File: config.mk
export PLATFORM = sky130hd
export DESIGN_NAME = jts16_char_vtimer
export DESIGN_NICKNAME = d
export VERILOG_FILES = /design/src/rtl/jts16_char_pkg.sv /design/src/rtl/jts16_char_vtimer.sv
export SDC_FILE = /design/constraint.sdc
export NUM_CORES = 1
export LEC_CHECK = 0
export BUFFER_PORTS_ARGS = -buffer_cell sky130_fd_sc_hd__buf_2
export CAP_MARGIN = 0
export CORE_UTILIZATION = 48
export DETAILED_ROUTE_END_ITERATION = 8
export GPL_TIMING_DRIVEN = 0
export PLACE_DENSITY = 0.81
export SETUP_SLACK_MARGIN = 0.15
export SLEW_MARGIN = 20
export SYNTH_ARGS = -nofsm -noshare
export SYNTH_HDL_FRONTEND = slang
export SYNTH_SLANG_ARGS = --single-unit
File: constraint.sdc
create_clock -name clk -period 2.3 [get_ports clk]
set_input_delay 0.23 -clock clk [delete_from_list [all_inputs] [get_ports clk]]
set_output_delay 0.23 -clock clk [all_outputs]
set_load 0.02 [all_outputs]
File: src/rtl/jts16_char_pkg.sv
// Character layer package: raster constants, width types, bus structs and fetch states
package jts16_char_pkg;

    // Raster size, reduced for short simulations
    localparam int H_VISIBLE = 64;
    localparam int H_TOTAL   = 96;
    localparam int V_VISIBLE = 32;
    localparam int V_TOTAL   = 40;

    // Sync windows, both inside blanking
    localparam int HS_START  = 72;
    localparam int HS_END    = 80;
    localparam int VS_START  = 34;
    localparam int VS_END    = 36;

    localparam int TILES_PER_LINE = H_VISIBLE / 8;
    localparam int H_VIS_W        = $clog2(H_VISIBLE);

    typedef logic [6:0]  hpos_t;
    typedef logic [5:0]  vpos_t;
    typedef logic [9:0]  tile_code_t;
    typedef logic [2:0]  pal_sel_t;
    typedef logic [3:0]  pix_t;
    typedef logic [12:0] char_addr_t;

    // Tile map word as written by the CPU
    typedef struct packed {
        logic [2:0] rsvd;
        pal_sel_t   pal;
        tile_code_t code;
    } map_entry_t;

    // Line buffer word, also the palette index
    typedef struct packed {
        pal_sel_t pal;
        pix_t     pix;
    } lb_pix_t;

    typedef struct packed {
        logic [4:0] red;
        logic [4:0] green;
        logic [4:0] blue;
    } rgb_t;

    // CPU write bus, addr is the word address
    typedef struct packed {
        logic [11:0] addr;
        logic [15:0] dout;
        logic        we;
    } cpu_wr_t;

    typedef enum logic [1:0] {
        IDLE,
        MAP_RD,
        ROM_WAIT,
        WRITE
    } fetch_state_t;

endpackage

File: src/rtl/jts16_char_vtimer.sv
// Pixel clock enable, raster counters, blanking and sync generation
module jts16_char_vtimer import jts16_char_pkg::*; (
    input  logic  clk,
    input  logic  rst_n,
    output logic  pxl_cen,
    output hpos_t hdump,
    output vpos_t vdump,
    output logic  line_start,
    output logic  LHBL,
    output logic  LVBL,
    output logic  HS,
    output logic  VS
);

    logic h_last;
    logic v_last;

    assign h_last = hdump == hpos_t'(H_TOTAL - 1);
    assign v_last = vdump == vpos_t'(V_TOTAL - 1);

    // Starts on the last line of the frame so the outputs begin in blanking
    always_ff @(posedge clk) begin
        if (!rst_n) begin
            pxl_cen    <= 1'b0;
            hdump      <= '0;
            vdump      <= vpos_t'(V_TOTAL - 1);
            line_start <= 1'b0;
        end else begin
            pxl_cen    <= ~pxl_cen;
            // High in the same clk as hdump returns to zero
            line_start <= pxl_cen && h_last;
            if (pxl_cen) begin
                if (h_last) begin
                    hdump <= '0;
                    vdump <= v_last ? '0 : vdump + 1'b1;
                end else begin
                    hdump <= hdump + 1'b1;
                end
            end
        end
    end

    assign LHBL = hdump < hpos_t'(H_VISIBLE);
    assign LVBL = vdump < vpos_t'(V_VISIBLE);

    // Active high syncs
    assign HS = (hdump >= hpos_t'(HS_START)) && (hdump < hpos_t'(HS_END));
    assign VS = (vdump >= vpos_t'(VS_START)) && (vdump < vpos_t'(VS_END));

endmodule

* Word-level counts from Yosys, hierarchy flattened
Index checks and enable logic that the tools add are counted.
W data, S select, Z words.
** Word-level totals
- Bits in registers :: 15
- Output and inout port bits :: 19
- Bits of input ports :: 2
** Operators by class
- Bitwise operators :: 1
- Magnitude comparators :: 6
- Reductions and logical operators :: 4
- Add/sub/neg operators :: 2
- Multiplexer cells :: 2
- Equal/unequal tests :: 2
** Operator list (count)
- $lt A7 B7 Y1 const B :: 2
- $lt A6 B6 Y1 const B :: 2
- $add A7 B1 Y7 const B :: 1
- $eq A7 B7 Y1 const B :: 1
- $ge A7 B7 Y1 const B :: 1
- $mux W7 :: 1
- $add A6 B1 Y6 const B :: 1
- $eq A6 B6 Y1 const B :: 1
- $ge A6 B6 Y1 const B :: 1
- $mux W6 :: 1
- $logic_and A1 B1 Y1 :: 3
- $reduce_and A2 Y1 :: 1
- $not A1 Y1 :: 1

* Logic depth before layout (Yosys ltp)
- Depth in word-level cells :: 2
- Gate-level depth with buffers :: 6
- Mapped depth without buffers :: 5

* Worst setup path before layout
Ideal clock, no wire load.
- Path kind :: register to register
- From :: register hdump[0]
- To :: register vdump[3]
- Stages on the path, launching flop included :: 7
- Arrival :: 1.871 ns
- Buffers on the path :: 1
- Required time :: 2.230 ns
- Slack :: 0.359 ns
- Cells stage by stage :: dfxtp_1 ha_1 nand4_4 or2_0 buf_6 or4_1 a21oi_1
** Between the ends
- Word-level cells in the longest chain between the ends :: 2
** RTL lines
- start, declared :: RTL line jts16_char_vtimer.sv:6 : output hpos_t hdump,
- start signal, assigned :: RTL line jts16_char_vtimer.sv:37 : hdump <= hdump + 1'b1;
- $eq A7 B7 Y1 :: RTL line jts16_char_vtimer.sv:18 : assign h_last = hdump == hpos_t'(H_TOTAL - 1);
- $reduce_and A2 Y1 (no line)
- end signal, assigned :: RTL line jts16_char_vtimer.sv:26 : vdump <= vpos_t'(V_TOTAL - 1);
- end signal, assigned :: RTL line jts16_char_vtimer.sv:35 : vdump <= v_last ? '0 : vdump + 1'b1;
- end, declared :: RTL line jts16_char_vtimer.sv:7 : output vpos_t vdump,
No other way between the ends.
A chain may end at the register's enable or synchronous reset.

* Final worst setup path
Same ends and word-level chain as after synthesis.

==> qor.csv <==
stage;metric;value;unit
floorplanning;die_x;40.3;um
logic_synthesis;synth_top_area_share;42.6;%
pwr;ir_drop;0.608;mV
logic_synthesis;yosys-top-cells-area;dfxtp_1 43%, nor2_1 6.9%, xnor2_1 6.2%;
timing;period_needed;1.93;ns
logic_synthesis;synth_edf_count;0;
cts;cts_resized;0;
place;routabilityCongestion;0.755;
worst_setup_path;worstPathRequired;2.50;ns
logic_synthesis;seq_area_frac_synth;42.6;%
cts;cts.sinks;15;
route;vias;588;
logic_synthesis;synth.distinct_cells;24;
status;outcome;finished clean;
timing;min_period_over_period;83.8;%
cts;cts_made_buffers;3;
cells_and_area;fin_nets;111;
place;place_hpwl;967;um
timing;hold_viol;0;
worst_setup_path;startpoint_type;register;
timing;fmax;519;MHz
floorplanning;rows;13;
min_path;hp-class;in -> reg;
cells_and_area;stdcell_count;120;
route;routedWlPerCell;10.6;um
global_routing;antenna_found_initial;0;
timing;relSlewSlack;82.5;%
cts;clk_pin_slew_worst_paths;0.08;ns
floorplanning;die-area;1620;um2
floorplanning;die_h;40.3;um
worst_setup_path;r2r_slack;0.37;ns
logic_synthesis;synth.cell_area;704;um2
cts;post_cts_buffers;0;
cts;cts_tree;done;
route;drcViolationCount;0;
pwr;p_per_area;522;nW/um2
place;io_buffers;20;
logic_synthesis;syn_inst;81;
cells_and_area;final_cell_mix;20 x buf_2, 15 x dfxtp_1, 13 x nor2_1;
job;max-cap-violations;0;
timing;setup_viol;0;
global_routing;grt_max_degree;10;
cts;cts_hold_buf;0;
worst_setup_path;timing_worst_setup_path_type;reg -> reg;
logic_synthesis;synth-main-ff-cell;dfxtp_1;
cells_and_area;area_growth;20.6;%
cts;htreeDepth;1;
timing;slew_violations;0;
cts;clock_latency;0.28;ns
cells_and_area;diodes;0;
cts;cts_root_buf;clkbuf_4;
timing;skew;0.00643;ns
floorplanning;start_util;52.8;%
worst_setup_path;critical_path.max_fanout;9;
timing;setup_tns;0;ns
floorplanning;core;1330;um2
cells_and_area;mostFrequentLayoutCell;buf_2;
logic_synthesis;synth_warnings;0;
route;finalWirelength;1270;um
place;dpl.cell_count;116;
timing;timing_worst_slew_pin_value;0.263;ns
global_routing;grt_pass1_wl;1990;um
timing;rsz0062_at_grt;no;
route;drtIter0Drc;6;
cells_and_area;drive_above_1_share;29.5;%
logic_synthesis;avgSynthCellArea;8.70;um2
logic_synthesis;async_flop_share;0;%
logic_synthesis;yosys.area.top_type;dfxtp_1;
route;ant_nets;0;
worst_setup_path;worstSetupEndpointType;register;
global_routing;first_global_vias;464;
pwr;p_leak;0.414;nW
floorplanning;ioPinCount;21;
global_routing;grt_remaining_overflow;0;
route;dr.pass1.iters;4;
logic_synthesis;syn_nets;86;
global_routing;grtUsageTotal;19.1;%
route;routed_via_density;4.90;
logic_synthesis;ys_ff_latch;15;
worst_setup_path;critPathArrivalTime;2.13;ns
cts;clock_path_buffers;2;
[cell families after synthesis]
group	count (synthesis)	synth area share, %
adder cells (fa/ha/maj)	3	5.33
AND/OR/NAND/NOR	38	28.4
XOR/XNOR	7	8.70
flip-flops	15	42.6
AO/OA/AOI/OAI	7	5.68
buffers and inverters	9	6.40
multiplexers	2	2.84
[synthesized netlist by cell type (2+ instances only)]
cell type / number
xor2_1: 2
inv_1: 7
nand4_1: 2
nand3_1: 4
or2_2: 2
o21ai_0: 3
nor3_1: 2
nor2_1: 13
ha_1: 3
a21oi_1: 3
dfxtp_1: 15
nand2_1: 8
mux2i_1: 2
xnor2_1: 5
[metrics by stage]
stage / util, % / power [mW] / setup WS (ns) / hold slack [ns] / cell area (um2)
after floorplan: - / 0.296 / 0.359 / 0.292 / 704
after global placement: 61.7 / 0.306 / 0.413 / 0.456 / 823
after detailed placement: 61.7 / 0.306 / 0.378 / 0.459 / 823
after CTS: 63.7 / 0.451 / 0.359 / 0.159 / 850
after global routing: 63.7 / 0.471 / 0.277 / 0.152 / 850
final: 63.7 / 0.443 / 0.373 / 0.165 / 850
[metal layers]
metal  global-route usage (%)  vias up  part of all wire [%]
li1                         -      312                     -
met5                        0        -                     0
met4                     7.50        0                   1.1
met2                     27.0        9                    46
met3                     10.0        2                   4.0
met1                     24.3      265                    49
[sequential cells by signal, summed over array words and instances, names as in the netlist]
register,cells
pxl_cen,1
vdump,6
line_start,1
hdump,7
[cell type report]
class | count | area (um2)
Tap cell | 15 | 18.8
Timing Repair Buffer | 20 | 100
Multi-Input combinational cell | 57 | 359
Inverter | 7 | 26.3
Clock buffer | 4 | 26.3
Buffer | 2 | 18.8
Sequential cell | 15 | 300
Fill cell | 123 | 484
[worst paths after layout]
kind / from / to / depth (start not counted)
setup / recovery: hdump[0] / vdump[3] / 6
hold / removal: rst_n / vdump[2] / 2
setup reg to reg: hdump[0] / vdump[3] / 6
hold reg to reg: vdump[5] / vdump[5] / 2
[power breakdown]
group / switching, mW / internal (mW)
sequential: 0.00506 / 0.264
clock: 0.0764 / 0.0673
combinational: 0.0188 / 0.0117
[worst max-delay path, cell delays in order (launching register included)]
cell and delay, ns:
dfxtp_1 0.42, ha_1 0.26, nand4_4 0.15, or2_0 0.24
buf_6 0.14, or4_1 0.49, a21oi_1 0.16
No activity file was read; power rests on OpenSTA's default activity.
