$ cat src/rtl/jts16_char_pkg.sv
// Character layer package: raster constants, width types, bus structs and fetch states
package jts16_char_pkg;

    // Raster size, reduced for short simulations
    localparam int H_VISIBLE = 64;
    localparam int H_TOTAL   = 96;
    localparam int V_VISIBLE = 32;
    localparam int V_TOTAL   = 40;

    // Sync windows, both inside blanking
    localparam int HS_START  = 72;
    localparam int HS_END    = 80;
    localparam int VS_START  = 34;
    localparam int VS_END    = 36;

    localparam int TILES_PER_LINE = H_VISIBLE / 8;
    localparam int H_VIS_W        = $clog2(H_VISIBLE);

    typedef logic [6:0]  hpos_t;
    typedef logic [5:0]  vpos_t;
    typedef logic [9:0]  tile_code_t;
    typedef logic [2:0]  pal_sel_t;
    typedef logic [3:0]  pix_t;
    typedef logic [12:0] char_addr_t;

    // Tile map word as written by the CPU
    typedef struct packed {
        logic [2:0] rsvd;
        pal_sel_t   pal;
        tile_code_t code;
    } map_entry_t;

    // Line buffer word, also the palette index
    typedef struct packed {
        pal_sel_t pal;
        pix_t     pix;
    } lb_pix_t;

    typedef struct packed {
        logic [4:0] red;
        logic [4:0] green;
        logic [4:0] blue;
    } rgb_t;

    // CPU write bus, addr is the word address
    typedef struct packed {
        logic [11:0] addr;
        logic [15:0] dout;
        logic        we;
    } cpu_wr_t;

    typedef enum logic [1:0] {
        IDLE,
        MAP_RD,
        ROM_WAIT,
        WRITE
    } fetch_state_t;

endpackage

$ cat src/rtl/jts16_char_linebuf.sv
// Double line buffer, one half filled while the other is scanned out
module jts16_char_linebuf import jts16_char_pkg::*; (
    input  logic    clk,
    input  logic    lb_we,
    input  logic    lb_wsel,
    input  hpos_t   lb_waddr,
    input  lb_pix_t lb_wdata,
    input  logic    lb_rsel,
    input  hpos_t   lb_raddr,
    output lb_pix_t lb_rdata
);

    lb_pix_t mem [2 * H_VISIBLE];

    logic [H_VIS_W:0] waddr;
    logic [H_VIS_W:0] raddr;

    // Half select is the top address bit
    assign waddr = {lb_wsel, lb_waddr[H_VIS_W-1:0]};
    assign raddr = {lb_rsel, lb_raddr[H_VIS_W-1:0]};

    always_ff @(posedge clk) begin
        if (lb_we && lb_waddr < hpos_t'(H_VISIBLE)) begin
            mem[waddr] <= lb_wdata;
        end
    end

    // Registered read port
    always_ff @(posedge clk) begin
        lb_rdata <= mem[raddr];
    end

endmodule

$ cat config.mk
export PLATFORM = sky130hd
export DESIGN_NAME = jts16_char_linebuf
export DESIGN_NICKNAME = d
export VERILOG_FILES = /design/src/rtl/jts16_char_pkg.sv /design/src/rtl/jts16_char_linebuf.sv
export SDC_FILE = /design/constraint.sdc
export NUM_CORES = 1
export LEC_CHECK = 0
export ABC_AREA = 1
export ABC_CLOCK_PERIOD_IN_PS = 4000
export BUFFER_PORTS_ARGS = -buffer_cell sky130_fd_sc_hd__buf_2
export CAP_MARGIN = 20
export CORE_UTILIZATION = 24
export CTS_BUF_LIST = sky130_fd_sc_hd__clkbuf_4
export CTS_CLUSTER_SIZE = 16
export DETAILED_ROUTE_END_ITERATION = 7
export PLACE_DENSITY = 0.39
export REMOVE_ABC_BUFFERS = 1
export SYNTH_ARGS = -nofsm -noshare
export SYNTH_HDL_FRONTEND = slang
export SYNTH_SLANG_ARGS = --single-unit
$ cat constraint.sdc
create_clock -name clk -period 4 [get_ports clk]
set_clock_uncertainty 0.15 [all_clocks]
set_input_delay 0.2 -clock clk [delete_from_list [all_inputs] [get_ports clk]]
set_output_delay 0.2 -clock clk [all_outputs]
set_load 0.02 [all_outputs]
==> Yosys cells after proc, flatten, opt, wreduce, memory -nomap -nowiden <==
Memory sizes are Yosys's and may differ from the RTL's. A register that Yosys moved wholly into a read port is not among the register bits.
Index checks and enable logic that the tools add are counted.
{ "classes": {"addsub": 0, "n_mul": 0, "div": 0, "magnitude_cmp": 1, "eq_ne": 0, "shifts": 0, "muxes": 2, "bitwise": 0, "n_reduce_logical": 1} }
{ "op_table": {"columns": ["cell", "count"], "rows": [
  ["$lt A7 B7 Y1 const B", 1],
  ["$mux W1", 2],
  ["$logic_and A1 B1 Y1", 1]
]} }
{ "word_totals": {"reg_bits": 0, "latch_bits": 0, "ram_bits": 896, "rom_bits": 0, "in_bits": 25, "output_inout_bits": 7, "elab_cells": 5, "n_memories": 1} }
{ "mem_list": {"columns": ["name", "depth", "word_bits", "rd", "rd_clocked_by_memory_dff", "write_ports", "line", "text"], "rows": [
  ["mem", 128, 7, 1, 1, 1, "jts16_char_linebuf.sv:13", "lb_pix_t mem [2 * H_VISIBLE];"]
]} }

==> Logic depth before layout (Yosys ltp) <==
{ "logic_depth": {"ltp_word": 4, "depth_mapped": 14, "depth_no_buf": 11} }

==> Worst setup path before layout <==
OpenSTA, ideal clock, no wires.
{ "synth_timing": {"kind": "input -> register", "from": "input lb_we", "to": "memory mem[105][0] (netlist bit), enable pin", "setup_time_ps": 360, "arrival_time_ps": 1288, "required_time_ps": 3490, "setup_slack_ps": 2202, "stages": 6, "path_buffers": 2, "path_cell_list": "inv_1 -> nor2_1 -> clkbuf_1 -> nand2_1 -> clkbuf_1 -> nor2_1"} }
{ "synth_via": {"elab_chain_cells": 3} }
{ "synth_lines": {"columns": ["element", "line", "text"], "rows": [
  ["start: declaration", "jts16_char_linebuf.sv:4", "input logic lb_we,"],
  ["$logic_and A1 B1 Y1", "jts16_char_linebuf.sv:23", "if (lb_we && lb_waddr < hpos_t'(H_VISIBLE)) begin"],
  ["$mux W1", "jts16_char_linebuf.sv:23", null],
  ["$mux W1 (not written as such)", "jts16_char_linebuf.sv:24", "mem[waddr] <= lb_wdata;"],
  ["end: declaration", "jts16_char_linebuf.sv:13", null]
]} }
No other way between the ends.

==> results.sh <==
export IMPL_multi_input_comb_area_sq_um=8630
export IMPL_via_per_inst=4.40
export IMPL_tritoncts="yes"
export IMPL_rsz0062_at_grt="no"
export IMPL_drc=0
export IMPL_cp_end_kind="register"
export IMPL_crit_fanout=158
export IMPL_grtUsageTotal_pct=14.4
export IMPL_path_cells="buf_8, inv_16, buf_12, buf_12, nand2_1, nand3_1, nand3_1, nand3_1, nand2_1, nand2_1, dlygate4sd3_1, nand3_1, dlygate4sd3_1, nand2_1, dlygate4sd3_1, nand2_1, nand2_1, dlygate4sd3_1"
export IMPL_grt_pass1_vias=24300
export IMPL_port_buffers=30
export IMPL_critPathLaunchType="input port"
export IMPL_cts_sinks=903
export IMPL_drt_iter0_markers=1608
export IMPL_grt_max_degree=159
export IMPL_dieArea_sq_um=156000
export IMPL_finalCriticalPeriod_ps=3860
export IMPL_io_pins=32
export IMPL_fmax_ghz=0.259
export IMPL_die_x_um=395
export IMPL_synth_area_sq_um=37100
export IMPL_avgSynthCellArea_sq_um=11.8
export IMPL_hpwl_mm=61.4
export IMPL_num_nets_final=3405
export IMPL_ant_nets=0
export IMPL_tns_ps=0
export IMPL_crit_required_ps=4900
export IMPL_synthAdderAreaFrac_pct=0
export IMPL_outcome="complete, no violations"
export IMPL_wirelength_mm=113
export IMPL_h_tree_depth=5
export IMPL_synth_compound_area_share_pct=0
export IMPL_place_gp_congestion=0.748
export IMPL_ys_seq_area_share_pct=72.8
export IMPL_ys_types=16
export IMPL_numCtsBuffers=279
export IMPL_drive_above_1_share_pct=14.3
export IMPL_cts_clk_slew_worst_paths_ps=60
export IMPL_synth_mux_area_share_pct=0
export IMPL_power_density_nw_per_um2=474
export IMPL_crit_type="in2reg"
export IMPL_gr_total_overflow=0
export IMPL_cap_violations=0
export IMPL_hold_path_class="in2reg"
export IMPL_root_buffer="clkbuf_4"
export IMPL_vias=24500
export IMPL_setup_violations=0
export IMPL_slew_headroom_pct=30.5
export IMPL_core_area_sq_um=153000
export IMPL_num_rows=143
export IMPL_n_fill_cell=16000
export IMPL_ys_seq_elements=903
export IMPL_synth_simple_area_share_pct=23.2
export IMPL_dr_pass1_iters=5
export IMPL_wl_per_cell_um=20.3
export IMPL_yosys_area_share_xor_xnor_pct=0
export IMPL_p_leak_nw=15.2
export IMPL_antenna_found_initial=9
export IMPL_finalCritPeriodShare_pct=96.5
export IMPL_register_area_sq_um=27000
export IMPL_syn_inst=3154
export IMPL_die_h_um=395
export IMPL_cp_data_arrival_time_ps=4760
export IMPL_r2r_setup_slack_ps=210
export IMPL_initial_core_util_pct=24.3
export IMPL_cp_slowest_cell="dlygate4sd3_1"
export IMPL_synth_top_family_by_area="simple AND/OR/NAND/NOR gates"
export IMPL_grt_pass1_wl_mm=165
export IMPL_maxSlewViolCount=0
export IMPL_cp_common_cell="nand2_1"
export IMPL_ys_warn_count=0
export IMPL_ctsResizeCount=0
export IMPL_cpPeakStageDelay_ps=600
export IMPL_syn_to_final_growth_pct=16.0
export IMPL_peakVddDrop_mv=0.211
export IMPL_insertion_delay_ps=1180
export IMPL_power_total_mw=20.4
export IMPL_hold_violations=0
export IMPL_cts_buffer_depth=4
export IMPL_worstMarginPinSlew_ps=1040
per-layer routing:
metal / GRT usage, % / vias up / part of all wire, %
met3: 2.92 / 212 / 4.7
met1: 19.7 / 12000 / 47
met2: 22.3 / 609 / 46
met4: 5.26 / 10 / 2.5
li1: - / 11700 / -
met5: 0 / - / 0.061
cell usage in the layout (no fill, tap or decap):
master         netlist  final
buf_12               0     18
buf_16               0      2
buf_2               89     20
buf_4               24     50
buf_6               51      7
buf_8                1      1
bufinv_16            0      5
clkbuf_4             0    388
clkbuf_8             0      1
clkinv_1             0     32
clkinv_2             0      1
dfxtp_1              7      7
diode_2              0     10
dlygate4sd3_1        0     48
edfxtp_1           896    896
inv_1               22     20
inv_16               0      1
inv_2                1     10
inv_4                1      1
inv_8                1      1
nand2_1           1066   1066
nand3_1            815    815
nor2_1             135    135
nor3_1               8      8
critical path, delay by kind of cell:
kind	cells	cell delay (ps)
AND/OR/NAND/NOR	10	850
buffers and inverters	8	3460
sequential cells by signal, indices dropped and copies added (netlist names):
| signal | flops |
|---|---|
| mem | 896 |
| lb_rdata | 7 |
metrics by stage:
| step | area [sq um] | util, % | worst slack, ps | instances | hold WS (ps) |
|---|---|---|---|---|---|
| CTS | 43000 | 28.2 | 165 | 5563 | 0.909 |
| global placement | 39300 | 25.7 | 1070 | 5078 | 401 |
| detailed placement | 39300 | 25.7 | 1110 | 5078 | 396 |
| floorplan | 35800 | - | 1400 | 2952 | 149 |
| global route | 43100 | 28.2 | 56.4 | 5573 | 6.52 |
| finish | 43100 | 28.2 | 140 | 5573 | 54.8 |
report_power, final:
part | internal, mW | total (mW) | switching (mW)
combinational | 0.346 | 1.33 | 0.986
clock | 4.72 | 8.62 | 3.89
sequential | 10.4 | 10.4 | 0.0130
Yosys cell counts (all sizes together):
cell,n,area share (%)
nand3,815,11
buf,171,3.3
clkbuf,31,0.31
edfxtp,896,72
nor3,8,0.11
dfxtp,7,0.38
inv,25,0.28
nor2,135,1.4
nand2,1066,11
area by class of cell:
class,count,area share (%)
antenna,10,0.0581
sequential,903,62.8
multi-input combinational,2024,20.0
inverter,25,0.279
clock buffer,388,6.77
clock inverter,46,0.709
tap,2030,5.90
timing repair buffer,147,3.43
cell families after synthesis:
logic type	after synthesis
AND/OR/NAND/NOR	2024
flip-flops	903
buffers and inverters	227
repair_timing:
action | 4_1_cts | 5_1_grt
endpoints found under the hold margin | 1769 | 0
hold buffers | 51 | 0
buffers inserted | 0 | 0
path summary, 6_finish.rpt:
path          startpoint           to  depth (start not counted)
min reg2reg   mem[64][0]  lb_rdata[0]                         10
min          lb_wdata[2]  mem[106][2]                          2
max reg2reg   mem[22][3]  lb_rdata[3]                         14
max          lb_raddr[0]  lb_rdata[3]                         18
No activity file was read; power rests on OpenSTA's default activity.
