File: src/rtl/jts16_char_pkg.sv
// Character layer package: raster constants, width types, bus structs and fetch states
package jts16_char_pkg;

    // Raster size, reduced for short simulations
    localparam int H_VISIBLE = 64;
    localparam int H_TOTAL   = 96;
    localparam int V_VISIBLE = 32;
    localparam int V_TOTAL   = 40;

    // Sync windows, both inside blanking
    localparam int HS_START  = 72;
    localparam int HS_END    = 80;
    localparam int VS_START  = 34;
    localparam int VS_END    = 36;

    localparam int TILES_PER_LINE = H_VISIBLE / 8;
    localparam int H_VIS_W        = $clog2(H_VISIBLE);

    typedef logic [6:0]  hpos_t;
    typedef logic [5:0]  vpos_t;
    typedef logic [9:0]  tile_code_t;
    typedef logic [2:0]  pal_sel_t;
    typedef logic [3:0]  pix_t;
    typedef logic [12:0] char_addr_t;

    // Tile map word as written by the CPU
    typedef struct packed {
        logic [2:0] rsvd;
        pal_sel_t   pal;
        tile_code_t code;
    } map_entry_t;

    // Line buffer word, also the palette index
    typedef struct packed {
        pal_sel_t pal;
        pix_t     pix;
    } lb_pix_t;

    typedef struct packed {
        logic [4:0] red;
        logic [4:0] green;
        logic [4:0] blue;
    } rgb_t;

    // CPU write bus, addr is the word address
    typedef struct packed {
        logic [11:0] addr;
        logic [15:0] dout;
        logic        we;
    } cpu_wr_t;

    typedef enum logic [1:0] {
        IDLE,
        MAP_RD,
        ROM_WAIT,
        WRITE
    } fetch_state_t;

endpackage

File: src/rtl/jts16_char_fetch.sv
// Tile map RAM with CPU writes and per-line tile row fetch into the line buffer
module jts16_char_fetch import jts16_char_pkg::*; (
    input  logic        clk,
    input  logic        rst_n,
    input  logic        line_start,
    input  vpos_t       vdump,
    input  cpu_wr_t     cpu,
    input  logic        char_cs,
    output char_addr_t  char_addr,
    input  logic [31:0] char_data,
    input  logic        char_ok,
    output logic        lb_we,
    output hpos_t       lb_waddr,
    output lb_pix_t     lb_wdata,
    output logic        lb_wsel
);

    fetch_state_t state;

    map_entry_t   map_ram [256];
    map_entry_t   map_q;
    logic [7:0]   map_raddr;

    vpos_t        rline;
    vpos_t        next_line;
    logic [2:0]   col;
    logic         last_tile;
    logic [31:0]  rom_word;

    // Pixel writer, drains one tile row while the next one is fetched
    logic         wr_busy;
    logic [2:0]   wr_pix;
    logic [2:0]   wr_col;
    pal_sel_t     wr_pal;
    logic [31:0]  wr_word;

    // The line after the one on screen, wrapping at the frame end
    assign next_line = (vdump == vpos_t'(V_TOTAL - 1)) ? '0 : vdump + 1'b1;
    assign map_raddr = {2'b00, rline[5:3], col};
    assign last_tile = col == 3'(TILES_PER_LINE - 1);

    always_ff @(posedge clk) begin
        if (char_cs && cpu.we) begin
            map_ram[cpu.addr[7:0]] <= map_entry_t'(cpu.dout);
        end
    end

    // Map word stays put until the next tile, so the ROM address is stable
    always_ff @(posedge clk) begin
        if (state == MAP_RD) begin
            map_q <= map_ram[map_raddr];
        end
    end

    always_ff @(posedge clk) begin
        if (state == ROM_WAIT && char_ok) begin
            rom_word <= char_data;
        end
    end

    always_ff @(posedge clk) begin
        if (!rst_n) begin
            state <= IDLE;
            rline <= '0;
            col   <= '0;
        end else if (line_start) begin
            // A new line always restarts the fetch
            state <= MAP_RD;
            rline <= next_line;
            col   <= '0;
        end else begin
            case (state)
                MAP_RD: begin
                    state <= ROM_WAIT;
                end
                ROM_WAIT: begin
                    if (char_ok) begin
                        state <= WRITE;
                    end
                end
                WRITE: begin
                    // Hand over to the writer once it is free
                    if (!wr_busy) begin
                        col   <= col + 1'b1;
                        state <= last_tile ? IDLE : MAP_RD;
                    end
                end
                default: begin
                    state <= IDLE;
                end
            endcase
        end
    end

    always_ff @(posedge clk) begin
        if (!rst_n) begin
            wr_busy <= 1'b0;
            wr_pix  <= '0;
        end else if (line_start) begin
            wr_busy <= 1'b0;
            wr_pix  <= '0;
        end else if (state == WRITE && !wr_busy) begin
            wr_busy <= 1'b1;
            wr_pix  <= '0;
        end else if (wr_busy) begin
            wr_pix <= wr_pix + 1'b1;
            if (wr_pix == 3'd7) begin
                wr_busy <= 1'b0;
            end
        end
    end

    // Pixel 0 sits in the low nibble
    always_ff @(posedge clk) begin
        if (state == WRITE && !wr_busy) begin
            wr_word <= rom_word;
            wr_pal  <= map_q.pal;
            wr_col  <= col;
        end else if (wr_busy) begin
            wr_word <= wr_word >> 4;
        end
    end

    assign char_addr = {map_q.code, rline[2:0]};

    assign lb_we         = wr_busy;
    assign lb_waddr      = hpos_t'({wr_col, wr_pix});
    assign lb_wdata.pal  = wr_pal;
    assign lb_wdata.pix  = wr_word[3:0];
    assign lb_wsel       = rline[0];

endmodule

File: config.mk
export PLATFORM = sky130hd
export DESIGN_NAME = jts16_char_fetch
export DESIGN_NICKNAME = d
export VERILOG_FILES = /design/src/rtl/jts16_char_pkg.sv /design/src/rtl/jts16_char_fetch.sv
export SDC_FILE = /design/constraint.sdc
export NUM_CORES = 1
export LEC_CHECK = 0
export ABC_CLOCK_PERIOD_IN_PS = 5300
export BUFFER_PORTS_ARGS = -buffer_cell sky130_fd_sc_hd__buf_2
export CORE_MARGIN = 4
export CORE_UTILIZATION = 35
export CTS_BUF_LIST = sky130_fd_sc_hd__clkbuf_8
export DETAILED_ROUTE_END_ITERATION = 8
export HOLD_SLACK_MARGIN = 0.06
export PLACE_DENSITY = 0.51
export SLEW_MARGIN = 20
export SYNTH_ARGS = -nofsm -noshare
export SYNTH_HDL_FRONTEND = slang
export SYNTH_SLANG_ARGS = --single-unit
File: constraint.sdc
create_clock -name clk -period 5.3 [get_ports clk]
set_input_delay 0.795 -clock clk [delete_from_list [all_inputs] [get_ports clk]]
set_output_delay 0.795 -clock clk [all_outputs]
set_load 0.02 [all_outputs]
Word level (Yosys, flattened, before mapping). Memories as Yosys holds them, arrays and structs flattened. A register that Yosys moved wholly into a read port is not among the register bits. Cells that the tools add are included.

Multiplexer cells: 13. Equality and inequality tests: 10. Multiply operators: 0. Bitwise gates (word level): 2. Shifts and indexed selects: 0. $lt $le $gt $ge: 0. $add $sub $neg: 3. Reductions and logical operators: 10. Divide/modulo/power cells: 0.

Operators with widths (number): $mux 32 (2); $mux 1 (7); $add 3x1->3 const B (2); $add 6x1->6 const B (1); $eq 3x3->1 const B (2); $eq 6x6->1 const B (1); $mux 6 (1); $ne 3x3->1 const B (2); $pmux 2 s3 (1); $reduce_and 2->1 (3); $eq 2x2->1 const B (2); $mux 2 (2); $ne 2x2->1 const B (2); $logic_and 1x1->1 (3); $reduce_or 3->1 (1); $eq 2x1->1 const B (1); $not 1->1 (2); $reduce_bool 2->1 (1); $reduce_or 2->1 (1); $logic_not 1->1 (1).

Bits in writable memories: 4096. Input port bits: 72. Memories: 1. Register bits: 85. Memory bits (read-only): 0. Latch bits: 0. Logic and storage cells: 49.

Memory list: map_ram (depth 256, bits a word 16, rd ports 1, clocked after memory_dff 1, write ports 1, RTL line jts16_char_fetch.sv:20) `map_entry_t map_ram [256];`.

Logic depth before layout (Yosys ltp).
Word-level depth: 5. Mapped depth: 8.

Least setup slack after synthesis. OpenSTA, ideal clock, no wires.

Kind: input to register. From: input port cpu[23] (netlist name). To: memory map_ram[15][0] (netlist name), enable pin. Buffers on the path: 2. Data arrival time: 2.276 ns. Path slack: 2.642 ns. Cell stages on the path: 6. Data required time: 4.918 ns. Setup time: 0.382 ns. Cells stage by stage: nor2_1 nand3_1 or3_1 clkbuf_1 clkbuf_1 nor2_1.

RTL lines: from (decl) (RTL line jts16_char_fetch.sv:7) `input cpu_wr_t cpu,`; to (decl) (RTL line jts16_char_fetch.sv:20).

Straight into the memory's write port.

==> summary.txt <==
Run status: finished, final reports clean
RD Place Congestion: 0.801
Minimum clock period: 3.61 ns
Top Metal Used: met5
Max-slew violations: 0
TNS Setup: 0 ns
Share of cells above drive strength 1: 32.4%
Initial Util: 35.4%
Drt first pass iters: 5
Top FF cell, synth: edfxtp_1
Routed vias: 17000
Cell mode on critical path: mux2i_1
Setup violators final: 0
DR vias/cell: 5.10
Crit-path slowest cell: o21ai_0
Post-CTS Setup Inserts: 0
Final ANT Viol Nets: 0
Initial antenna violation count: 7
Synth unique cells: 44
Iter 0 DRT Violations: 1550
Hold Fails Final Rpt: 0
Final nets: 1927
Final period utilization: 68.1%
CTS buffer count: 158
Synth Instances: 1624
Wire length on met1: 38.1 mm
Number of enable flip-flop cells after synthesis: 915
Critical path cell sequence: buf_4 -> mux4_2 -> mux2i_1 -> mux2i_1 -> o21ai_0 -> o41ai_1
WL met3: 5.92 mm
Arrival @ worst endpoint: 4.07 ns
Largest net degree at the start of global routing: 65
Leak: 0.0125 uW
Remaining DRCs: 0
Hpwl dp: 49.9 mm
CP endpoint kind: flop
Layout Utilization: 40.6%
Yosys reg bits: 930
Htree depth: 4
Die W: 327 um
WL/cell: 25.7 um
Rel. slew slack: 31.6%
Maxcap violations: 0
Highest clock rate: 277 MHz
First-pass GRT wire length: 123 mm
Die Y: 327 um
Unrepaired setup endpoints after global routing: false
DR WL met2: 39.6 mm
Sink Count: 930
Num ports: 101
Root Buffer: clkbuf_8
Clock buffer depth: 3
Port bufs: 92
Power Dens Cells: 353 nW/um^2
Syn. warnings: 0
Pin slew with the least headroom to its limit: 1.02 ns
GRT overflow: 0
Std-Cell Rows: 116
Die area: 107000 um^2
CTS tree: done
Startpoint types: flop
Reg2reg path depth: 6
Critical path data required time: 5.76 ns
Post-CTS sizing: 0
CP max stage delay: 0.77 ns
Clock Pin Slew Worst Setup and Hold Paths: 0.06 ns
Syn-to-layout area delta: 14.6%
Syn Area/Cell: 21.9 um^2
Post-synthesis sequential area ratio: 78.0%
Critical path type: reg2reg
Number of global-route vias before repair: 17700
Worst VDD drop: 0.197 mV
Largest fanout on the critical path: 26
Drt total wl: 85.5 mm
Core ar.: 101000 um^2
Cts hold-fix bufs: 0
GRT Total Usage: 16.0%
Syn Std Cell Area: 35600 um^2
Hold Path Depth: 1
Asr flop ratio synth: 0%
Net Count, Synth: 1704
Clock skew: 0.0427 ns
Hold Path Class: in2reg
Clk_lat worst skew: 0.82 ns
placed cells by master (no fill, tap or decap), types with 9 or more instances in the layout:
cell type    n
a22oi_1     16
buf_2       90
buf_4       64
clkbuf_8   159
clkinv_1    33
clkinv_2    20
dfxtp_1     11
edfxtp_1   915
inv_1       55
mux2_2      37
mux2i_1     34
mux4_2     209
nand2_1     26
nand2b_1     9
nand3_1     17
nor2_1      65
nor2_2      27
nor2b_1     10
o21ai_0     13
o22a_1      11
o22ai_1     28
synthesized netlist by cell type (5+ instances only):
| cell type | n | area share (%) |
|---|---|---|
| edfxtp_1 | 915 | 77 |
| mux4_2 | 209 | 13 |
| nor2_1 | 92 | 0.97 |
| buf_4 | 39 | 0.82 |
| mux2_2 | 37 | 1.2 |
| mux2i_1 | 34 | 0.96 |
| clkbuf_1 | 32 | 0.34 |
| o22ai_1 | 28 | 0.49 |
| nand2_1 | 26 | 0.27 |
| nand3_1 | 17 | 0.24 |
| a22oi_1 | 16 | 0.34 |
| dfxtp_1 | 15 | 0.84 |
| buf_2 | 13 | 0.18 |
| o21ai_0 | 13 | 0.18 |
| buf_1 | 12 | 0.13 |
| nor2b_1 | 11 | 0.19 |
| o22a_1 | 11 | 0.27 |
| nand2b_1 | 9 | 0.16 |
| ha_1 | 8 | 0.28 |
| o221ai_1 | 8 | 0.20 |
| o41ai_1 | 8 | 0.20 |
| a31oi_1 | 7 | 0.12 |
| and2_1 | 6 | 0.11 |
| inv_1 | 6 | 0.063 |
| a21oi_1 | 5 | 0.070 |
| nor3_1 | 5 | 0.070 |
through the flow:
stage | hold WS (ns) | total power (uW) | std cells | area, um^2 | setup slack (ns)
CTS | 0.0862 | 14600 | 3324 | 40800 | 1.69
floorplan | 0.400 | 8440 | 1624 | 35600 | 2.64
global route | 0.0963 | 15000 | 3326 | 40800 | 1.55
global placement | 0.416 | 8660 | 3044 | 37900 | 1.71
finish | 0.174 | 14400 | 3329 | 40800 | 1.69
detailed placement | 0.414 | 8680 | 3044 | 37900 | 1.69
worst paths after layout:
| check | from | to | slack (ns) |
|---|---|---|---|
| setup / recovery | col[0] | char_addr[3] | 1.69 |
| hold / removal | char_data[17] | rom_word[17] | 0.17 |
| hold reg to reg | map_q[12] | wr_pal[2] | 0.43 |
| setup reg to reg | col[0] | char_addr[3] | 1.69 |
layout make-up:
type | count | area, um^2
Antenna cell | 5 | 12.5
Clock buffer | 159 | 2190
Clock inverter | 121 | 692
Fill cell | 8901 | 59800
Inverter | 6 | 22.5
Multi-Input combinational cell | 591 | 7350
Sequential cell | 930 | 27800
Tap cell | 1357 | 1700
Timing Repair Buffer | 160 | 1050
worst max-delay path: cells and delay by family (launching register included):
family	cells	cell delay, ns
flops	1	0.76
mux	3	1.02
compound gates	2	1.07
buf+inv	1	0.40
routing by layer:
metal	vias up	GRT usage, %
met5	-	0
li1	7294	-
met4	4	4.89
met1	9026	22.4
met3	124	4.25
met2	545	24.4
logic make-up after synthesis:
group	Yosys count	share of synthesized area (%)
and+or+nand+nor	180	2.27
xor gates and xnor gates	6	0.148
adders and majority gates	8	0.281
other	1	0.0105
AOI/OAI and AO/OA	116	2.39
DFF	930	78.0
buffers and inverters	103	1.56
muxes	280	15.3
power by group:
part / switching, uW / leakage (uW) / total, uW / internal (uW)
logic: 277 / 0.00252 / 381 / 104
clock network: 2880 / 0.00166 / 5890 / 3020
registers: 23.8 / 0.00836 / 8140 / 8110
total: 3180 / 0.0125 / 14400 / 11200
registers in the layout, summed over array words and instances (netlist names):
signal     flops
state          2
char_addr     10
wr_pal         3
rline          6
wr_pix         3
wr_col         3
wr_word       32
rom_word      32
col            3
lb_we          1
map_q          3
map_ram      832
Note: power is estimated with default switching activity, not from simulation.
