## src/rtl/jts16_char_pkg.sv

```systemverilog
// Character layer package: raster constants, width types, bus structs and fetch states
package jts16_char_pkg;

    // Raster size, reduced for short simulations
    localparam int H_VISIBLE = 64;
    localparam int H_TOTAL   = 96;
    localparam int V_VISIBLE = 32;
    localparam int V_TOTAL   = 40;

    // Sync windows, both inside blanking
    localparam int HS_START  = 72;
    localparam int HS_END    = 80;
    localparam int VS_START  = 34;
    localparam int VS_END    = 36;

    localparam int TILES_PER_LINE = H_VISIBLE / 8;
    localparam int H_VIS_W        = $clog2(H_VISIBLE);

    typedef logic [6:0]  hpos_t;
    typedef logic [5:0]  vpos_t;
    typedef logic [9:0]  tile_code_t;
    typedef logic [2:0]  pal_sel_t;
    typedef logic [3:0]  pix_t;
    typedef logic [12:0] char_addr_t;

    // Tile map word as written by the CPU
    typedef struct packed {
        logic [2:0] rsvd;
        pal_sel_t   pal;
        tile_code_t code;
    } map_entry_t;

    // Line buffer word, also the palette index
    typedef struct packed {
        pal_sel_t pal;
        pix_t     pix;
    } lb_pix_t;

    typedef struct packed {
        logic [4:0] red;
        logic [4:0] green;
        logic [4:0] blue;
    } rgb_t;

    // CPU write bus, addr is the word address
    typedef struct packed {
        logic [11:0] addr;
        logic [15:0] dout;
        logic        we;
    } cpu_wr_t;

    typedef enum logic [1:0] {
        IDLE,
        MAP_RD,
        ROM_WAIT,
        WRITE
    } fetch_state_t;

endpackage

```

## src/rtl/jts16_char_scan.sv

```systemverilog
// Palette RAM with CPU writes, line buffer read-out, colour lookup and delayed blank/sync
module jts16_char_scan import jts16_char_pkg::*; (
    input  logic       clk,
    input  logic       rst_n,
    input  logic       pxl_cen,
    input  hpos_t      hdump,
    input  vpos_t      vdump,
    input  logic       LHBL,
    input  logic       LVBL,
    input  logic       HS,
    input  logic       VS,
    input  cpu_wr_t    cpu,
    input  logic       pal_cs,
    output logic       lb_rsel,
    output hpos_t      lb_raddr,
    input  lb_pix_t    lb_rdata,
    output logic [4:0] red,
    output logic [4:0] green,
    output logic [4:0] blue,
    output logic       LHBL_dly,
    output logic       LVBL_dly,
    output logic       HS_dly,
    output logic       VS_dly
);

    rgb_t    pal_ram [128];
    rgb_t    pal_q;
    rgb_t    rgb;
    lb_pix_t pix_r;

    logic    lhbl_d1;
    logic    lvbl_d1;
    logic    hs_d1;
    logic    vs_d1;

    // Read the half that was filled during the previous line
    assign lb_rsel  = vdump[0];
    assign lb_raddr = hdump;

    always_ff @(posedge clk) begin
        if (pal_cs && cpu.we) begin
            pal_ram[cpu.addr[6:0]] <= rgb_t'(cpu.dout[14:0]);
        end
    end

    // First pixel stage
    always_ff @(posedge clk) begin
        if (pxl_cen) begin
            pix_r <= lb_rdata;
        end
    end

    // Palette read every clk, settles before the next pixel enable
    always_ff @(posedge clk) begin
        pal_q <= pal_ram[{pix_r.pal, pix_r.pix}];
    end

    // Second stage, blanks and syncs follow the pixel by two periods
    always_ff @(posedge clk) begin
        if (!rst_n) begin
            lhbl_d1  <= 1'b0;
            lvbl_d1  <= 1'b0;
            hs_d1    <= 1'b0;
            vs_d1    <= 1'b0;
            LHBL_dly <= 1'b0;
            LVBL_dly <= 1'b0;
            HS_dly   <= 1'b0;
            VS_dly   <= 1'b0;
            rgb      <= '0;
        end else if (pxl_cen) begin
            lhbl_d1  <= LHBL;
            lvbl_d1  <= LVBL;
            hs_d1    <= HS;
            vs_d1    <= VS;
            LHBL_dly <= lhbl_d1;
            LVBL_dly <= lvbl_d1;
            HS_dly   <= hs_d1;
            VS_dly   <= vs_d1;
            // Black during blanking
            rgb      <= (lhbl_d1 && lvbl_d1) ? pal_q : '0;
        end
    end

    assign red   = rgb.red;
    assign green = rgb.green;
    assign blue  = rgb.blue;

endmodule

```

## config.mk

```make
export PLATFORM = sky130hd
export DESIGN_NAME = jts16_char_scan
export DESIGN_NICKNAME = d
export VERILOG_FILES = /design/src/rtl/jts16_char_pkg.sv /design/src/rtl/jts16_char_scan.sv
export SDC_FILE = /design/constraint.sdc
export NUM_CORES = 2
export LEC_CHECK = 0
export ABC_AREA = 1
export ABC_CLOCK_PERIOD_IN_PS = 1900
export BUFFER_PORTS_ARGS = -buffer_cell sky130_fd_sc_hd__buf_2
export CORE_UTILIZATION = 50
export CTS_BUF_LIST = sky130_fd_sc_hd__clkbuf_16
export CTS_CLUSTER_SIZE = 16
export DETAILED_ROUTE_END_ITERATION = 12
export GPL_TIMING_DRIVEN = 0
export PLACE_DENSITY = 0.68
export RECOVER_POWER = 50
export SETUP_SLACK_MARGIN = 0.5
export SYNTH_ARGS = -nofsm -noshare
export SYNTH_HDL_FRONTEND = slang
export SYNTH_SLANG_ARGS = --single-unit
```

## constraint.sdc

```tcl
create_clock -name clk -period 1.9 [get_ports clk]
set_input_delay 0.285 -clock clk [delete_from_list [all_inputs] [get_ports clk]]
set_output_delay 0.285 -clock clk [all_outputs]
set_load 0.01 [all_outputs]
```

After elaboration in Yosys (flattened, before gate mapping)
Memory sizes are Yosys's and may differ from the RTL's. A register that Yosys moved wholly into a read port is not among the register bits.
Index checks and enable logic that the tools add are counted.
{"block": "classes", "mux": 3, "reduce_logical": 2}
{"op": "15-bit two-way mux", "n": 1}
{"op": "1-bit logical AND", "n": 2}
{"op": "1-bit two-way mux", "n": 2}
{"block": "totals", "ff_bits": 30, "mem_bits_rw": 1920, "in_bits": 57, "output_inout_bits": 27, "word_cells": 19, "n_memories": 1}
{"name": "pal_ram", "depth": 128, "width": 15, "read_ports": 1, "rd_ports_with_merged_regs": 1, "wr": 1, "line_no": "jts16_char_scan.sv:26", "text": "rgb_t pal_ram [128];"}

Depth between registers and ports, before layout
{"block": "logic_depth", "ltp_word": 3, "depth_mapped": 15, "mapped_depth_nobuf": 11}

Worst setup path after synthesis
No wires, ideal clock.
{"block": "synth_path", "path_kind": "input port to flip-flop", "start": "input port pal_cs", "end": "memory pal_ram[105][0] (netlist bit) (enable)", "arrival_time_ns": 1.658, "required_time_ns": 1.514, "setup_slack_ns": -0.144, "stages": 6, "path_cell_list": "nand2_1 inv_1 clkbuf_1 nand2_1 clkbuf_1 nor2_1"}
{"block": "synth_via", "elab_chain_cells": 3}
{"element": "start, declared", "line_no": "jts16_char_scan.sv:13", "text": "input logic pal_cs,"}
{"element": "1-bit logical AND", "line_no": "jts16_char_scan.sv:41", "text": "if (pal_cs && cpu.we) begin"}
{"element": "1-bit two-way mux", "line_no": "jts16_char_scan.sv:41"}
{"element": "1-bit two-way mux (not written as such)", "line_no": "jts16_char_scan.sv:42", "text": "pal_ram[cpu.addr[6:0]] <= rgb_t'(cpu.dout[14:0]);"}
{"element": "end, declared", "line_no": "jts16_char_scan.sv:26"}
Every way passes these cells.

==> impl_metrics.prom <==
# TYPE chip_impl_metric gauge
chip_impl_info{name="run_status",value="finished with violations"} 1
chip_impl_info{name="failed_checks",value="capacitance limit, slew limit, setup timing"} 1
chip_impl_metric{name="die_x",unit="um"} 400
chip_impl_info{name="timing.critical_path.cells",value="buf_4 > inv_6 > buf_16 > clkbuf_16 > buf_6 > nand3_1 > nand3_1 > nand3_2 > nand2_1 > nand2_1 > nand3_2 > nand2_2 > nand2_1 > nand2_2"} 1
chip_impl_metric{name="cp_data_required_time",unit="ns"} 2.60
chip_impl_metric{name="slew_headroom",unit=""} -0.263
chip_impl_metric{name="dr_wl_met2",unit="mm"} 114
chip_impl_info{name="cts.root.buffer_cell",value="clkbuf_16"} 1
chip_impl_info{name="hp-class",value="input pin to flip-flop"} 1
chip_impl_info{name="grt_setup_unrepaired",value="yes"} 1
chip_impl_metric{name="met3RoutedLength",unit="mm"} 35.7
chip_impl_metric{name="number_of_input_and_output_port_buffers_inserted",unit=""} 64
chip_impl_metric{name="clock_buffer_count_from_cts",unit=""} 193
chip_impl_metric{name="tightestPinTransition",unit="ns"} 1.89
chip_impl_info{name="cp_common_cell",value="nand2_1"} 1
chip_impl_metric{name="die-height",unit="um"} 400
chip_impl_metric{name="detail_route.wirelength",unit="mm"} 264
chip_impl_metric{name="seq_total_area_yosys",unit=""} 0.741
chip_impl_metric{name="area.growth.synth_to_final",unit="%"} 18.9
chip_impl_metric{name="cts.clk_slew.worst_paths",unit="ns"} 0.07
chip_impl_metric{name="synth_cells",unit=""} 6648
chip_impl_metric{name="ports_placed_on_the_boundary",unit=""} 84
chip_impl_metric{name="share_comb_of_total_power",unit=""} 0.107
chip_impl_metric{name="total_power",unit="mW"} 96.1
chip_impl_metric{name="reg2reg_slack",unit="ns"} -0.67
chip_impl_metric{name="avgViaCountPerCell",unit=""} 6.03
chip_impl_metric{name="slew_viol_final",unit=""} 397
chip_impl_metric{name="detail_route.iter0.violations",unit=""} 8683
chip_impl_metric{name="detailedRoute.firstPassIterationCount",unit=""} 9
chip_impl_metric{name="period_share",unit=""} 1.35
chip_impl_metric{name="core_region_area",unit="sq um"} 157000
chip_impl_metric{name="grt_pass1_wl",unit="mm"} 366
chip_impl_metric{name="powerDensity",unit="nW/um^2"} 1020
chip_impl_metric{name="cts_sinks",unit=""} 1965
chip_impl_metric{name="place.gp.congestion",unit=""} 1.05
chip_impl_metric{name="pin_count_of_the_biggest_net_entering_global_routing",unit=""} 99
chip_impl_metric{name="cpPeakStageDelay",unit="ns"} 0.35
chip_impl_metric{name="clk-insertion-delay-late",unit="ns"} 0.85
chip_impl_metric{name="first_global_vias",unit=""} 51300
chip_impl_metric{name="floorplan.die_area",unit="sq um"} 160000
chip_impl_metric{name="postRouteAntennaNets",unit=""} 0
chip_impl_metric{name="power.switching_fraction",unit=""} 0.251
chip_impl_info{name="critical_path.slowest_cell",value="edfxtp_1"} 1
chip_impl_metric{name="vdd_drop_max",unit="mV"} 0.923
chip_impl_metric{name="synth.lib_cells_used.distinct",unit=""} 17
chip_impl_metric{name="layout_setup_ws",unit="ns"} -0.669
chip_impl_info{name="tritoncts",value="yes"} 1
chip_impl_metric{name="globalRouteOverflowTotal",unit=""} 0
chip_impl_metric{name="synth.yosys.warnings",unit=""} 0
chip_impl_metric{name="power.switching",unit="mW"} 24.2
chip_impl_metric{name="grt.total_usage",unit=""} 0.328
chip_impl_metric{name="max_cap_viol_count",unit=""} 7
chip_impl_metric{name="max_clock_freq",unit="MHz"} 389
chip_impl_metric{name="wl_per_cell",unit="um"} 28.3
chip_impl_metric{name="skew",unit="ns"} 0.0497
chip_impl_metric{name="dp.final_hpwl",unit="mm"} 175
chip_impl_metric{name="finalSetupViolations",unit=""} 1046
chip_impl_info{name="timing.critical_path.from_type",value="flip-flop"} 1
chip_impl_info{name="timing_worst_setup_path_type",value="flip-flop to flip-flop"} 1
chip_impl_info{name="topRoutingLayerUsed",value="met5"} 1
chip_impl_metric{name="vias",unit=""} 56300
chip_impl_metric{name="finish.net_count",unit=""} 7152
chip_impl_metric{name="clkPwrFrac",unit=""} 0.396
chip_impl_metric{name="synth_nets",unit=""} 6705
chip_impl_metric{name="finalCriticalPeriod",unit="ns"} 2.57
chip_impl_metric{name="share_seq_of_total_power",unit=""} 0.498
chip_impl_metric{name="multi_input_comb_area",unit="sq um"} 20100
chip_impl_metric{name="syn-cell-area",unit="sq um"} 79100
chip_impl_metric{name="timing.critical_path.buf_inv",unit=""} 5
chip_impl_metric{name="htree_levels",unit=""} 4
chip_impl_metric{name="synth.avg_cell_area",unit="sq um"} 11.9
chip_impl_metric{name="finalHoldViolations",unit=""} 0
chip_impl_metric{name="cp_data_arrival_time",unit="ns"} 3.27
chip_impl_metric{name="drt_drc_violations_left",unit=""} 0
chip_impl_metric{name="leakagePower",unit="nW"} 34.1
chip_impl_metric{name="area.sequential",unit="sq um"} 58700
chip_impl_info{name="worst_setup_path_end_kind",value="flip-flop"} 1
chip_impl_metric{name="number_of_synthesized_register_bits",unit=""} 1965
chip_impl_metric{name="ctsLongestPathBuffers",unit=""} 3
chip_impl_metric{name="initial_core_util",unit=""} 0.505
chip_impl_metric{name="placementRows",unit=""} 145
chip_impl_info{name="crit_family",value="simple AND/OR/NAND/NOR gates"} 1
chip_impl_metric{name="internal_power",unit="mW"} 72.0
chip_impl_metric{name="drive_gt1_frac",unit=""} 0.181
chip_impl_metric{name="met1_length",unit="mm"} 99.9
chip_impl_metric{name="antenna_found_initial",unit=""} 15
chip_impl_metric{name="timing.critical_path.fanout_max",unit=""} 10
chip_impl_metric{name="nFillCells",unit=""} 11900
chip_impl_metric{name="fin_hold_ws",unit="ns"} 0.126
timing repair:
item,4_1_cts,5_1_grt
setup endpoints to repair,1322,982
hold buffers,28,0
pin swaps,50,49
resized for setup,510,361
gates cloned,4,6
hold endpoints to repair,712,0
setup buffers,58,0
metal layers:
layer / track usage / up-vias
met5: 0 / -
met4: 0.154 / 12
met2: 0.477 / 3907
met1: 0.458 / 27300
li1: - / 24400
met3: 0.0895 / 666
flip-flops by register name (all words and copies together), names as in the netlist:
signal,flops
LHBL_dly,1
hs_d1,1
pal_ram,1920
LVBL_dly,1
green,5
HS_dly,1
VS_dly,1
lvbl_d1,1
red,5
pix_r,7
pal_q,15
vs_d1,1
blue,5
lhbl_d1,1
layout by cell type, fill, tap and decap left out, drive strengths merged:
| master | synthesis | final |
|---|---|---|
| nand3 | 1743 | 1743 |
| nand2 | 2291 | 2291 |
| diode | 0 | 19 |
| buf | 353 | 489 |
| o21ai | 7 | 7 |
| edfxtp | 1927 | 1927 |
| dlymetal6s2s | 0 | 2 |
| clkinv | 2 | 93 |
| bufinv | 0 | 17 |
| inv | 26 | 72 |
| dlygate4sd3 | 0 | 28 |
| clkdlybuf4s15 | 0 | 1 |
| dfxtp | 38 | 38 |
| clkbuf | 90 | 373 |
| nor2 | 145 | 145 |
| nor3 | 8 | 8 |
| bufbuf | 0 | 2 |
| clkinvlp | 0 | 7 |
| a21oi | 18 | 18 |
path summary, 6_finish.rpt:
kind	cells past startpoint	from	to
max reg2reg	14	pix_r[1]$_DFFE_PP_	pal_q[3]$_DFF_P_
max	14	pix_r[1]$_DFFE_PP_	pal_q[3]$_DFF_P_
min	4	cpu[17]	pal_ram[82][3]$_DFFE_PP_
min reg2reg	2	pal_q[9]$_DFF_P_	green[4]$_SDFFE_PN0P_
area by class of cell:
type,instances,area share
diodes,19,0.000505
plain buffers,443,0.0357
repair buffers,252,0.0309
multi-input cells,4212,0.214
well taps,2058,0.0274
inverters,28,0.00157
flip-flops and latches,1965,0.624
clock inverters,161,0.0135
clock buffers,200,0.0532
Yosys cell counts:
cell type  instances  share of area
nand2_1         2291           0.11
edfxtp_1        1927           0.73
nand3_1         1743           0.11
buf_2            251          0.016
nor2_1           145         0.0069
clkbuf_1          90         0.0043
buf_4             54         0.0051
dfxtp_1           38         0.0096
buf_1             24         0.0011
buf_6             24         0.0034
inv_1             24         0.0011
a21oi_1           18         0.0011
nor3_1             8        0.00051
o21ai_0            7        0.00044
clkinv_1           2       0.000095
inv_2              1       0.000047
inv_4              1       0.000079
stage by stage:
step           std cells   util  area, sq um  setup TNS [ns]  worst slack [ns]
6_report            9338  0.601        94100         -109.37            -0.669
5_1_grt             9321  0.601        94000         -117.80            -0.620
4_1_cts             9313  0.598        93600           -8.11            -0.570
3_5_place_dp        8862  0.538        84200        -1121.12             -1.77
3_3_place_gp        8770  0.526        82300        -4449.64             -2.02
2_1_floorplan       6648      -        79400           -2.04          -0.00763
power groups by stage:
| stage | clock (mW) | sequential (mW) | combinational [mW] |
|---|---|---|---|
| floorplan | 0 | 48.7 | 4.45 |
| global placement | 0 | 48.8 | 8.36 |
| detailed placement | 0 | 48.7 | 8.64 |
| CTS | 38.1 | 47.8 | 9.41 |
| global route | 39.7 | 47.8 | 10.7 |
| finish | 38.0 | 47.8 | 10.3 |
cells by family after synthesis:
family | after synthesis | share of synthesized area
AND/OR/NAND/NOR | 4187 | 0.226
flip-flops | 1965 | 0.741
buffers and inverters | 471 | 0.0312
AO/OA/AOI/OAI | 25 | 0.00158
worst min-delay path, stage by stage:
cell    delay [ns]
buf_4         0.17
nor3_4        0.08
inv_1         0.11
nor2_1        0.13
No activity file was read; power rests on OpenSTA's default activity.
